`config.mk`:
```
export PLATFORM = sky130hd
export DESIGN_NAME = pipeline
export DESIGN_NICKNAME = d
export VERILOG_FILES = /design/src/hdl/cpu_pkg.sv /design/src/hdl/pipeline.sv /design/src/hdl/retire_stage.sv /design/src/hdl/execute_stage.sv /design/src/hdl/forward_unit.sv /design/src/hdl/reg_file.sv /design/src/hdl/decode_stage.sv /design/src/hdl/instr_queue.sv
export SDC_FILE = /design/constraint.sdc
export NUM_CORES = 2
export LEC_CHECK = 0
export ABC_AREA = 1
export BUFFER_PORTS_ARGS = -buffer_cell sky130_fd_sc_hd__buf_2
export CAP_MARGIN = 0
export CORE_AREA = 2 2 518 520
export DETAILED_ROUTE_END_ITERATION = 16
export DIE_AREA = 0 0 520 522
export PLACE_DENSITY = 0.47
export SYNTH_ARGS = -nofsm -noshare
export SYNTH_HDL_FRONTEND = slang
export SYNTH_HIERARCHICAL = 1
export SYNTH_SLANG_ARGS = --single-unit
```
`constraint.sdc`:
```
create_clock -name clk -period 8.6 [get_ports clk]
set_clock_uncertainty 0.05 [all_clocks]
set_input_delay 1.29 -clock clk [delete_from_list [all_inputs] [get_ports clk]]
set_output_delay 1.29 -clock clk [all_outputs]
set_load 0.02 [all_outputs]
```
`src/hdl/cpu_pkg.sv`:
```
`default_nettype none

package cpu_pkg;

//////////////////////////////////////////////////////////////////////
//  Vector types
//////////////////////////////////////////////////////////////////////

typedef logic [31:0] word_t;
typedef logic [31:0] instr_t;
typedef logic [4:0]  reg_addr_t;
typedef logic [4:0]  shamt_t;
typedef logic [15:0] imm_t;
typedef logic [5:0]  opcode_t;
typedef logic [5:0]  funct_t;

//////////////////////////////////////////////////////////////////////
//  Control encodings
//////////////////////////////////////////////////////////////////////

typedef enum logic [3:0] {
    ALU_ADD,
    ALU_SUB,
    ALU_AND,
    ALU_OR,
    ALU_XOR,
    ALU_NOR,
    ALU_SLT,
    ALU_SLTU
} alu_op_t;

typedef enum logic [1:0] {SH_LL, SH_RL, SH_RA} shift_op_t;

// EXT_UPPER places the immediate in the high half (lui)
typedef enum logic [1:0] {EXT_SIGN, EXT_ZERO, EXT_UPPER} imm_ext_t;

typedef enum logic {RES_ALU, RES_SHIFT} res_sel_t;

typedef enum logic [1:0] {FWD_REG, FWD_MEM, FWD_WB} fwd_sel_t;

//////////////////////////////////////////////////////////////////////
//  Opcode and funct fields
//////////////////////////////////////////////////////////////////////

localparam opcode_t OP_RTYPE = 6'h00;
localparam opcode_t OP_ADDIU = 6'h09;
localparam opcode_t OP_SLTI  = 6'h0a;
localparam opcode_t OP_SLTIU = 6'h0b;
localparam opcode_t OP_ANDI  = 6'h0c;
localparam opcode_t OP_ORI   = 6'h0d;
localparam opcode_t OP_XORI  = 6'h0e;
localparam opcode_t OP_LUI   = 6'h0f;

// Shift functs: bit 2 picks the variable amount, bits 1:0 the kind
localparam funct_t FN_SLL  = 6'h00;
localparam funct_t FN_SRL  = 6'h02;
localparam funct_t FN_SRA  = 6'h03;
localparam funct_t FN_SLLV = 6'h04;
localparam funct_t FN_SRLV = 6'h06;
localparam funct_t FN_SRAV = 6'h07;
localparam funct_t FN_ADDU = 6'h21;
localparam funct_t FN_SUBU = 6'h23;
localparam funct_t FN_AND  = 6'h24;
localparam funct_t FN_OR   = 6'h25;
localparam funct_t FN_XOR  = 6'h26;
localparam funct_t FN_NOR  = 6'h27;
localparam funct_t FN_SLT  = 6'h2a;
localparam funct_t FN_SLTU = 6'h2b;

// Queue size, also the credits a sender starts with
localparam int QUEUE_DEPTH = 4;
localparam int CREDIT_W    = 3;

endpackage

`default_nettype wire
```
`src/hdl/pipeline.sv`:
```
`timescale 1ns/10ps
`default_nettype none

module pipeline (
    input  logic               clk,
    input  logic               rst_n,
    input  logic               instr_valid,
    input  cpu_pkg::instr_t    instr,
    output logic               credit,
    output logic               retire_valid,
    output cpu_pkg::reg_addr_t retire_addr,
    output cpu_pkg::word_t     retire_data
);

import cpu_pkg::*;

//////////////////////////////////////////////////////////////////////
//  Stage signals
//////////////////////////////////////////////////////////////////////

logic      if_valid;
instr_t    if_instr;

reg_addr_t rs_addr;
reg_addr_t rt_addr;
word_t     rs_data;
word_t     rt_data;

logic      ex_valid;
logic      ex_reg_w;
alu_op_t   ex_alu_op;
shift_op_t ex_shift_op;
res_sel_t  ex_res_sel;
logic      ex_b_imm;
logic      ex_shamt_var;
shamt_t    ex_shamt;
word_t     ex_imm;
word_t     ex_op_a;
word_t     ex_op_b;
reg_addr_t ex_rs_addr;
reg_addr_t ex_rt_addr;
reg_addr_t ex_rd_addr;

fwd_sel_t  fwd_a;
fwd_sel_t  fwd_b;

logic      mem_valid;
logic      mem_reg_w;
reg_addr_t mem_rd_addr;
word_t     mem_result;

logic      wb_valid;
logic      wb_reg_w;
reg_addr_t wb_rd_addr;
word_t     wb_data;

//////////////////////////////////////////////////////////////////////
//  IF and ID
//////////////////////////////////////////////////////////////////////

instr_queue u_queue (
    .clk         ( clk         ),
    .rst_n       ( rst_n       ),
    .instr_valid ( instr_valid ),
    .instr       ( instr       ),
    .if_valid    ( if_valid    ),
    .if_instr    ( if_instr    ),
    .credit      ( credit      )
);

decode_stage u_decode (
    .clk          ( clk          ),
    .rst_n        ( rst_n        ),
    .if_valid     ( if_valid     ),
    .if_instr     ( if_instr     ),
    .rs_data      ( rs_data      ),
    .rt_data      ( rt_data      ),
    .rs_addr      ( rs_addr      ),
    .rt_addr      ( rt_addr      ),
    .ex_valid     ( ex_valid     ),
    .ex_reg_w     ( ex_reg_w     ),
    .ex_alu_op    ( ex_alu_op    ),
    .ex_shift_op  ( ex_shift_op  ),
    .ex_res_sel   ( ex_res_sel   ),
    .ex_b_imm     ( ex_b_imm     ),
    .ex_shamt_var ( ex_shamt_var ),
    .ex_shamt     ( ex_shamt     ),
    .ex_imm       ( ex_imm       ),
    .ex_op_a      ( ex_op_a      ),
    .ex_op_b      ( ex_op_b      ),
    .ex_rs_addr   ( ex_rs_addr   ),
    .ex_rt_addr   ( ex_rt_addr   ),
    .ex_rd_addr   ( ex_rd_addr   )
);

// Written from WB, read from ID in the same cycle
reg_file u_gpr (
    .clk     ( clk        ),
    .rst_n   ( rst_n      ),
    .rs_addr ( rs_addr    ),
    .rt_addr ( rt_addr    ),
    .rs_data ( rs_data    ),
    .rt_data ( rt_data    ),
    .wr_en   ( wb_reg_w   ),
    .wr_addr ( wb_rd_addr ),
    .wr_data ( wb_data    )
);

//////////////////////////////////////////////////////////////////////
//  EX, MEM and WB
//////////////////////////////////////////////////////////////////////

forward_unit u_fwd (
    .ex_rs_addr  ( ex_rs_addr  ),
    .ex_rt_addr  ( ex_rt_addr  ),
    .mem_rd_addr ( mem_rd_addr ),
    .wb_rd_addr  ( wb_rd_addr  ),
    .mem_reg_w   ( mem_reg_w   ),
    .wb_reg_w    ( wb_reg_w    ),
    .fwd_a       ( fwd_a       ),
    .fwd_b       ( fwd_b       )
);

execute_stage u_execute (
    .clk          ( clk          ),
    .rst_n        ( rst_n        ),
    .ex_valid     ( ex_valid     ),
    .ex_reg_w     ( ex_reg_w     ),
    .ex_alu_op    ( ex_alu_op    ),
    .ex_shift_op  ( ex_shift_op  ),
    .ex_res_sel   ( ex_res_sel   ),
    .ex_b_imm     ( ex_b_imm     ),
    .ex_shamt_var ( ex_shamt_var ),
    .ex_shamt     ( ex_shamt     ),
    .ex_imm       ( ex_imm       ),
    .ex_op_a      ( ex_op_a      ),
    .ex_op_b      ( ex_op_b      ),
    .ex_rd_addr   ( ex_rd_addr   ),
    .fwd_a        ( fwd_a        ),
    .fwd_b        ( fwd_b        ),
    .wb_data      ( wb_data      ),
    .mem_valid    ( mem_valid    ),
    .mem_reg_w    ( mem_reg_w    ),
    .mem_rd_addr  ( mem_rd_addr  ),
    .mem_result   ( mem_result   )
);

retire_stage u_retire (
    .clk         ( clk         ),
    .rst_n       ( rst_n       ),
    .mem_valid   ( mem_valid   ),
    .mem_reg_w   ( mem_reg_w   ),
    .mem_rd_addr ( mem_rd_addr ),
    .mem_result  ( mem_result  ),
    .wb_valid    ( wb_valid    ),
    .wb_reg_w    ( wb_reg_w    ),
    .wb_rd_addr  ( wb_rd_addr  ),
    .wb_data     ( wb_data     )
);

assign retire_valid = wb_valid;
assign retire_addr  = wb_rd_addr;
assign retire_data  = wb_data;

endmodule

`default_nettype wire

```
`src/hdl/retire_stage.sv`:
```
`timescale 1ns/10ps
`default_nettype none

module retire_stage (
    input  logic               clk,
    input  logic               rst_n,
    input  logic               mem_valid,
    input  logic               mem_reg_w,
    input  cpu_pkg::reg_addr_t mem_rd_addr,
    input  cpu_pkg::word_t     mem_result,
    output logic               wb_valid,
    output logic               wb_reg_w,
    output cpu_pkg::reg_addr_t wb_rd_addr,
    output cpu_pkg::word_t     wb_data
);

import cpu_pkg::*;

// No memory access, so MEM only delays the result one cycle
always_ff @(posedge clk or negedge rst_n) begin
    if (!rst_n) begin
        wb_valid   <= 1'b0;
        wb_reg_w   <= 1'b0;
        wb_rd_addr <= '0;
    end else begin
        wb_valid   <= mem_valid;
        wb_reg_w   <= mem_reg_w;
        wb_rd_addr <= mem_rd_addr;
    end
end

always_ff @(posedge clk) begin
    wb_data <= mem_result;
end

endmodule

`default_nettype wire

```
`src/hdl/execute_stage.sv`:
```
`timescale 1ns/10ps
`default_nettype none

module execute_stage (
    input  logic               clk,
    input  logic               rst_n,
    input  logic               ex_valid,
    input  logic               ex_reg_w,
    input  cpu_pkg::alu_op_t   ex_alu_op,
    input  cpu_pkg::shift_op_t ex_shift_op,
    input  cpu_pkg::res_sel_t  ex_res_sel,
    input  logic               ex_b_imm,
    input  logic               ex_shamt_var,
    input  cpu_pkg::shamt_t    ex_shamt,
    input  cpu_pkg::word_t     ex_imm,
    input  cpu_pkg::word_t     ex_op_a,
    input  cpu_pkg::word_t     ex_op_b,
    input  cpu_pkg::reg_addr_t ex_rd_addr,
    input  cpu_pkg::fwd_sel_t  fwd_a,
    input  cpu_pkg::fwd_sel_t  fwd_b,
    input  cpu_pkg::word_t     wb_data,
    output logic               mem_valid,
    output logic               mem_reg_w,
    output cpu_pkg::reg_addr_t mem_rd_addr,
    output cpu_pkg::word_t     mem_result
);

import cpu_pkg::*;

word_t  a_fwd;
word_t  b_fwd;
word_t  op_b;
shamt_t shamt_sel;
word_t  alu_out;
word_t  shift_out;
word_t  result;

function automatic word_t fwd_mux(fwd_sel_t sel, word_t reg_val);
    case (sel)
        FWD_MEM: return mem_result;
        FWD_WB:  return wb_data;
        default: return reg_val;
    endcase
endfunction

always_comb begin
    a_fwd = fwd_mux(fwd_a, ex_op_a);
    b_fwd = fwd_mux(fwd_b, ex_op_b);
end

assign op_b      = ex_b_imm ? ex_imm : b_fwd;
// Variable shifts take the low five bits of rs
assign shamt_sel = ex_shamt_var ? a_fwd[4:0] : ex_shamt;

always_comb begin
    case (ex_alu_op)
        ALU_SUB:  alu_out = a_fwd - op_b;
        ALU_AND:  alu_out = a_fwd & op_b;
        ALU_OR:   alu_out = a_fwd | op_b;
        ALU_XOR:  alu_out = a_fwd ^ op_b;
        ALU_NOR:  alu_out = ~(a_fwd | op_b);
        ALU_SLT:  alu_out = {31'd0, $signed(a_fwd) < $signed(op_b)};
        ALU_SLTU: alu_out = {31'd0, a_fwd < op_b};
        default:  alu_out = a_fwd + op_b;
    endcase
end

// Barrel shifter on rt
always_comb begin
    case (ex_shift_op)
        SH_RL:   shift_out = b_fwd >> shamt_sel;
        SH_RA:   shift_out = word_t'($signed(b_fwd) >>> shamt_sel);
        default: shift_out = b_fwd << shamt_sel;
    endcase
end

assign result = (ex_res_sel == RES_SHIFT) ? shift_out : alu_out;

// EX/MEM register
always_ff @(posedge clk or negedge rst_n) begin
    if (!rst_n) begin
        mem_valid   <= 1'b0;
        mem_reg_w   <= 1'b0;
        mem_rd_addr <= '0;
    end else begin
        mem_valid   <= ex_valid;
        mem_reg_w   <= ex_reg_w;
        mem_rd_addr <= ex_rd_addr;
    end
end

always_ff @(posedge clk) begin
    mem_result <= result;
end

endmodule

`default_nettype wire

```
`src/hdl/forward_unit.sv`:
```
`timescale 1ns/10ps
`default_nettype none

module forward_unit (
    input  cpu_pkg::reg_addr_t ex_rs_addr,
    input  cpu_pkg::reg_addr_t ex_rt_addr,
    input  cpu_pkg::reg_addr_t mem_rd_addr,
    input  cpu_pkg::reg_addr_t wb_rd_addr,
    input  logic               mem_reg_w,
    input  logic               wb_reg_w,
    output cpu_pkg::fwd_sel_t  fwd_a,
    output cpu_pkg::fwd_sel_t  fwd_b
);

import cpu_pkg::*;

// Younger result in MEM wins over WB
function automatic fwd_sel_t pick(reg_addr_t src, logic m_w, reg_addr_t m_rd,
                                  logic w_w, reg_addr_t w_rd);
    if (src == '0) begin
        return FWD_REG;
    end
    if (m_w && (m_rd == src)) begin
        return FWD_MEM;
    end
    if (w_w && (w_rd == src)) begin
        return FWD_WB;
    end
    return FWD_REG;
endfunction

assign fwd_a = pick(ex_rs_addr, mem_reg_w, mem_rd_addr, wb_reg_w, wb_rd_addr);
assign fwd_b = pick(ex_rt_addr, mem_reg_w, mem_rd_addr, wb_reg_w, wb_rd_addr);

endmodule

`default_nettype wire

```
`src/hdl/reg_file.sv`:
```
`timescale 1ns/10ps
`default_nettype none

module reg_file (
    input  logic               clk,
    input  logic               rst_n,
    input  cpu_pkg::reg_addr_t rs_addr,
    input  cpu_pkg::reg_addr_t rt_addr,
    output cpu_pkg::word_t     rs_data,
    output cpu_pkg::word_t     rt_data,
    input  logic               wr_en,
    input  cpu_pkg::reg_addr_t wr_addr,
    input  cpu_pkg::word_t     wr_data
);

import cpu_pkg::*;

// $0 has no storage
word_t regs [1:31];

// Same-cycle write from WB is visible to the reader
function automatic word_t read_port(reg_addr_t addr);
    if (addr == '0) begin
        return '0;
    end
    if (wr_en && (wr_addr == addr)) begin
        return wr_data;
    end
    return regs[addr];
endfunction

always_ff @(posedge clk or negedge rst_n) begin
    if (!rst_n) begin
        for (int i = 1; i < 32; i++) begin
            regs[i] <= '0;
        end
    end else if (wr_en && (wr_addr != '0)) begin
        regs[wr_addr] <= wr_data;
    end
end

always_comb begin
    rs_data = read_port(rs_addr);
    rt_data = read_port(rt_addr);
end

endmodule

`default_nettype wire

```
`src/hdl/decode_stage.sv`:
```
`timescale 1ns/10ps
`default_nettype none

module decode_stage (
    input  logic                clk,
    input  logic                rst_n,
    input  logic                if_valid,
    input  cpu_pkg::instr_t     if_instr,
    input  cpu_pkg::word_t      rs_data,
    input  cpu_pkg::word_t      rt_data,
    output cpu_pkg::reg_addr_t  rs_addr,
    output cpu_pkg::reg_addr_t  rt_addr,
    output logic                ex_valid,
    output logic                ex_reg_w,
    output cpu_pkg::alu_op_t    ex_alu_op,
    output cpu_pkg::shift_op_t  ex_shift_op,
    output cpu_pkg::res_sel_t   ex_res_sel,
    output logic                ex_b_imm,
    output logic                ex_shamt_var,
    output cpu_pkg::shamt_t     ex_shamt,
    output cpu_pkg::word_t      ex_imm,
    output cpu_pkg::word_t      ex_op_a,
    output cpu_pkg::word_t      ex_op_b,
    output cpu_pkg::reg_addr_t  ex_rs_addr,
    output cpu_pkg::reg_addr_t  ex_rt_addr,
    output cpu_pkg::reg_addr_t  ex_rd_addr
);

import cpu_pkg::*;

opcode_t   opcode;
reg_addr_t rs;
reg_addr_t rt;
reg_addr_t rd;
shamt_t    shamt;
funct_t    funct;
imm_t      imm;

logic      dec_ok;
logic      use_rs;
logic      use_rt;
logic      b_imm;
logic      shamt_var;
alu_op_t   alu_op;
shift_op_t shift_op;
res_sel_t  res_sel;
imm_ext_t  imm_ext;
word_t     imm_word;
reg_addr_t dest;

assign opcode = if_instr[31:26];
assign rs     = if_instr[25:21];
assign rt     = if_instr[20:16];
assign rd     = if_instr[15:11];
assign shamt  = if_instr[10:6];
assign funct  = if_instr[5:0];
assign imm    = if_instr[15:0];

//////////////////////////////////////////////////////////////////////
//  Decoder
//////////////////////////////////////////////////////////////////////

always_comb begin
    dec_ok    = 1'b1;
    use_rs    = 1'b1;
    use_rt    = 1'b0;
    b_imm     = 1'b1;
    shamt_var = 1'b0;
    alu_op    = ALU_ADD;
    shift_op  = SH_LL;
    res_sel   = RES_ALU;
    imm_ext   = EXT_SIGN;
    case (opcode)
        OP_RTYPE: begin
            use_rt = 1'b1;
            b_imm  = 1'b0;
            case (funct)
                FN_SLL, FN_SRL, FN_SRA, FN_SLLV, FN_SRLV, FN_SRAV: begin
                    res_sel   = RES_SHIFT;
                    shamt_var = funct[2];
                    // Fixed shifts ignore rs
                    use_rs    = funct[2];
                    if (!funct[1]) begin
                        shift_op = SH_LL;
                    end else if (funct[0]) begin
                        shift_op = SH_RA;
                    end else begin
                        shift_op = SH_RL;
                    end
                end
                FN_ADDU: alu_op = ALU_ADD;
                FN_SUBU: alu_op = ALU_SUB;
                FN_AND:  alu_op = ALU_AND;
                FN_OR:   alu_op = ALU_OR;
                FN_XOR:  alu_op = ALU_XOR;
                FN_NOR:  alu_op = ALU_NOR;
                FN_SLT:  alu_op = ALU_SLT;
                FN_SLTU: alu_op = ALU_SLTU;
                default: dec_ok = 1'b0;
            endcase
        end
        OP_ADDIU: alu_op = ALU_ADD;
        OP_SLTI:  alu_op = ALU_SLT;
        OP_SLTIU: alu_op = ALU_SLTU;
        OP_ANDI: begin
            alu_op  = ALU_AND;
            imm_ext = EXT_ZERO;
        end
        OP_ORI: begin
            alu_op  = ALU_OR;
            imm_ext = EXT_ZERO;
        end
        OP_XORI: begin
            alu_op  = ALU_XOR;
            imm_ext = EXT_ZERO;
        end
        OP_LUI: begin
            // 0 | (imm << 16)
            alu_op  = ALU_OR;
            imm_ext = EXT_UPPER;
            use_rs  = 1'b0;
        end
        default: dec_ok = 1'b0;
    endcase

    // Undefined: both operands read $0, so the sum is zero
    if (!dec_ok) begin
        use_rs = 1'b0;
        use_rt = 1'b0;
        b_imm  = 1'b0;
    end
end

always_comb begin
    case (imm_ext)
        EXT_ZERO:  imm_word = {16'd0, imm};
        EXT_UPPER: imm_word = {imm, 16'd0};
        default:   imm_word = {{16{imm[15]}}, imm};
    endcase
end

assign rs_addr = use_rs ? rs : '0;
assign rt_addr = use_rt ? rt : '0;
assign dest    = !dec_ok ? '0 : ((opcode == OP_RTYPE) ? rd : rt);

//////////////////////////////////////////////////////////////////////
//  ID/EX register
//////////////////////////////////////////////////////////////////////

always_ff @(posedge clk or negedge rst_n) begin
    if (!rst_n) begin
        ex_valid     <= 1'b0;
        ex_reg_w     <= 1'b0;
        ex_alu_op    <= ALU_ADD;
        ex_shift_op  <= SH_LL;
        ex_res_sel   <= RES_ALU;
        ex_b_imm     <= 1'b0;
        ex_shamt_var <= 1'b0;
        ex_rs_addr   <= '0;
        ex_rt_addr   <= '0;
        ex_rd_addr   <= '0;
    end else begin
        ex_valid     <= if_valid;
        ex_reg_w     <= if_valid & dec_ok;
        ex_alu_op    <= alu_op;
        ex_shift_op  <= shift_op;
        ex_res_sel   <= res_sel;
        ex_b_imm     <= b_imm;
        ex_shamt_var <= shamt_var;
        ex_rs_addr   <= rs_addr;
        ex_rt_addr   <= rt_addr;
        ex_rd_addr   <= dest;
    end
end

always_ff @(posedge clk) begin
    ex_shamt <= shamt;
    ex_imm   <= imm_word;
    ex_op_a  <= rs_data;
    ex_op_b  <= rt_data;
end

endmodule

`default_nettype wire

```
`src/hdl/instr_queue.sv`:
```
`timescale 1ns/10ps
`default_nettype none

module instr_queue (
    input  logic            clk,
    input  logic            rst_n,
    input  logic            instr_valid,
    input  cpu_pkg::instr_t instr,
    output logic            if_valid,
    output cpu_pkg::instr_t if_instr,
    output logic            credit
);

import cpu_pkg::*;

instr_t                         slots [QUEUE_DEPTH];
logic [$clog2(QUEUE_DEPTH)-1:0] wr_ptr;
logic [$clog2(QUEUE_DEPTH)-1:0] rd_ptr;
logic [CREDIT_W-1:0]            count;
logic                           pop;

// Head leaves every cycle the buffer holds something
assign pop    = (count != '0);
assign credit = pop;

// Pointers wrap on their own, depth is a power of two
always_ff @(posedge clk or negedge rst_n) begin
    if (!rst_n) begin
        wr_ptr   <= '0;
        rd_ptr   <= '0;
        count    <= '0;
        if_valid <= 1'b0;
    end else begin
        if (instr_valid) begin
            wr_ptr <= wr_ptr + 1'b1;
        end
        if (pop) begin
            rd_ptr <= rd_ptr + 1'b1;
        end
        count    <= count + CREDIT_W'(instr_valid) - CREDIT_W'(pop);
        if_valid <= pop;
    end
end

always_ff @(posedge clk) begin
    if (instr_valid) begin
        slots[wr_ptr] <= instr;
    end
    if (pop) begin
        if_instr <= slots[rd_ptr];
    end
end

endmodule

`default_nettype wire

```
==> impl_metrics.py <==
metrics = {
    "clock_network": {
        "numCtsBuffers": 167,
        "cts_hold_buf": 0,
        "cts_tree": "done",
        "cts_setup_buffers": 0,
        "cts_resized": 0,
        "cts_sinks": 1364,
        "clk_pin_slew_worst_paths_ns": 0.06,
        "clockBufferDepth": 3,
        "cts-root-buf": "clkbuf_16",
        "cts_max_level": 4,
        "insertion_delay_ns": 0.84,
    },
    "power": {
        "p_leak_nw": 38.5,
        "powerDensity_nw_per_um2": 319,
        "ir_drop_uv": 188,
    },
    "global_route": {
        "grt_max_degree": 146,
        "antenna_found_initial": 14,
        "grt_pass1_wl_microns": 545000,
        "track_usage": 0.274,
        "first_global_vias": 74200,
        "grt.overflow.total": 0,
    },
    "routing": {
        "drtIter0Drc": 9436,
        "viasPerCell": 5.41,
        "drc": 0,
        "routed_wirelength_microns": 383000,
        "routedWlPerCell_microns": 26.0,
        "first_pass_iters": 6,
        "via_count": 79700,
        "ant_nets": 0,
    },
    "final_layout": {
        "nets": 11200,
        "final_cell_area_sq_um": 88500,
        "area_growth_pct": 11.5,
        "drive_gt1_frac": 0.0617,
    },
    "synth": {
        "netlist_area_sq_um": 79300,
        "async_flop_share": 0.762,
        "ys_seq_area_frac": 0.430,
        "synth_top_cell_by_area": "dfrtp_1",
        "ys.warnings.count": 6,
        "yosysTopAreaCellShare": 0.328,
        "netlist_instances": 11400,
        "synth_nets": 11600,
        "yosys-top-cells-count": "3477 x nand2_1, 1245 x nand3_1, 1195 x o21ai_0",
        "yosysMostFrequentCell": "nand2_1",
        "synth_seq_cells": 1364,
        "synth_flop_cell": "dfrtp_1",
        "ys_types": 64,
        "synth_edf_count": 160,
        "synth.area.top_cells": "dfrtp_1 33%, nand2_1 16%, nand3_1 7.9%, o21ai_0 7.5%, edfxtp_1 6.1%",
        "synth_area_per_cell_sq_um": 6.95,
    },
    "critical_path": {
        "crit_arrival_ns": 6.74,
        "r2r_slack_ns": 2.54,
        "crit-reg2reg-launch": "u_retire/wb_rd_addr[2]",
        "critPathLaunchType": "flip-flop",
        "crit_type": "flip-flop to flip-flop",
        "crit_required_ns": 9.28,
        "end_kind": "flip-flop",
        "path_max_fanout": 47,
        "crit_path_start": "u_retire/wb_rd_addr[2]",
        "rr_endpoint": "u_execute/mem_result[24]",
        "crit_path_end": "u_execute/mem_result[24]",
        "reg2reg_depth": 23,
    },
    "timing": {
        "layout_min_cycle_time_ns": 6.06,
        "fin_hold_ws_ns": 0.297,
        "rsz0062_at_grt": "false",
        "finalHoldViolations": 0,
        "slew_headroom": -0.000697,
        "tns_ns": 0,
        "setup_violations": 0,
        "report.final.slew_viol_count": 10,
        "fin_crit_sh": 0.704,
        "tightest_slew_ns": 1.50,
        "max_freq_mhz": 165,
    },
    "floorplanning": {
        "die_h_microns": 522,
        "pin_count": 74,
        "num_rows": 190,
        "dieArea_sq_um": 271000,
        "die_x_microns": 520,
        "start_util": 0.298,
        "coreArea_sq_um": 266000,
    },
    "placement": {
        "placement.cell_area_sq_um": 82900,
        "gp_congestion": 0.945,
        "port_buffers": 73,
        "dp_hpwl_microns": 232000,
    },
    "outcome": {
        "status": "finished, violations left",
        "failed_checks": "max-slew violations",
    },
    "min_path": {
        "min_path_type": "flip-flop to flip-flop",
    },
    "run": {
        "maxCapViolCount": 0,
    },
}
-- worst min path at each step --
stage	start	end	slack, ns	cells past startpoint
6_report	u_decode/ex_rd_addr[0]	u_execute/mem_rd_addr[0]	0.30	0
5_1_grt	u_decode/ex_reg_w	u_execute/mem_reg_w	0.33	0
4_1_cts	u_decode/ex_valid	u_execute/mem_valid	0.31	0
3_5_place_dp	u_decode/ex_rd_addr[0]	u_execute/mem_rd_addr[0]	0.28	0
3_3_place_gp	u_decode/ex_rd_addr[0]	u_execute/mem_rd_addr[0]	0.28	0
2_1_floorplan	u_decode/ex_rd_addr[0]	u_execute/mem_rd_addr[0]	0.28	0
-- worst max-delay path: stages, from the launching register on --
cell     delay [ns]
dfrtp_1        0.52
inv_1          0.13
nand2_1        0.06
nand2_1        0.09
nand2_1        0.08
nor2_2         0.10
nand2_1        0.05
nor2_1         0.19
ha_1           0.28
buf_4          0.22
inv_2          0.49
nand3_1        0.17
o21ai_2        0.15
nand2_1        0.14
o21ai_4        0.10
buf_4          0.52
inv_2          0.46
nor2_1         0.92
inv_1          0.27
a21oi_1        0.23
o21ai_0        0.11
a21oi_1        0.17
nand2_1        0.24
nand2_1        0.15
-- stage by stage --
step	std cells	setup WS (ns)	power (mW)	util
final	14700	2.54	28.3	0.332
after global routing	14700	2.27	29.9	0.332
after CTS	14700	2.72	28.2	0.332
after detailed placement	14400	2.78	20.8	0.311
after global placement	14400	2.71	20.9	0.311
after floorplan	11400	4.42	15.9	-
-- sequential cells by signal, summed over array words and instances, names as in the netlist, 32 cells and up --
name,cells
u_retire/wb_data,32
u_queue/if_instr,32
u_execute/mem_result,32
u_queue/slots,128
u_decode/ex_op_a,32
u_decode/ex_imm,32
u_gpr/regs,992
u_decode/ex_op_b,32
-- power by group --
part | switching (mW) | internal (mW)
Combinational | 9.63 | 3.35
Sequential | 0.688 | 7.35
Clock | 3.09 | 4.17
-- cell type report --
type                       count  area (sq um)
multi-input combinational   8203         38500
tap                         3552          4440
sequential                  1364         34100
timing repair buffer         260          1930
inverter                    1030          3910
fill                       28500        178000
clock buffer                 255          4980
antenna                        3          7.51
clock inverter                53           632
-- metal layers --
metal  GRT usage  vias up  routed length [microns]
met4       0.154       10                    25000
met2       0.433     3934                   170000
met3      0.0456      838                    30300
met5           0        -                       55
li1            -    36400                        -
met1       0.356    38500                   158000
-- logic make-up after synthesis --
kind of cell | Yosys count | share of synthesized area
flip-flops | 1364 | 0.430
AND/OR/NAND/NOR | 5768 | 0.298
XOR/XNOR | 18 | 0.00199
AO/OA/AOI/OAI | 2305 | 0.162
other | 1 | 0.0000473
buffers and inverters | 1853 | 0.0902
adder cells (fa/ha/maj) | 111 | 0.0178
-- cell usage in the layout (no fill, tap or decap), types with 28 or more instances in the layout --
| master | count |
|---|---|
| ha_1 | 108 |
| o21ai_1 | 94 |
| nand3_1 | 1243 |
| or2_2 | 37 |
| clkinv_2 | 28 |
| o21ai_0 | 1189 |
| buf_2 | 72 |
| o211ai_1 | 366 |
| inv_2 | 29 |
| dfrtp_1 | 1036 |
| buf_4 | 175 |
| inv_1 | 986 |
| clkbuf_16 | 174 |
| nand2_1 | 3451 |
| nor2_1 | 883 |
| clkbuf_1 | 49 |
| clkbuf_8 | 32 |
| dfxtp_1 | 165 |
| edfxtp_1 | 160 |
| a21oi_1 | 528 |
| nand4_1 | 32 |
No activity file was read; power rests on OpenSTA's default activity.
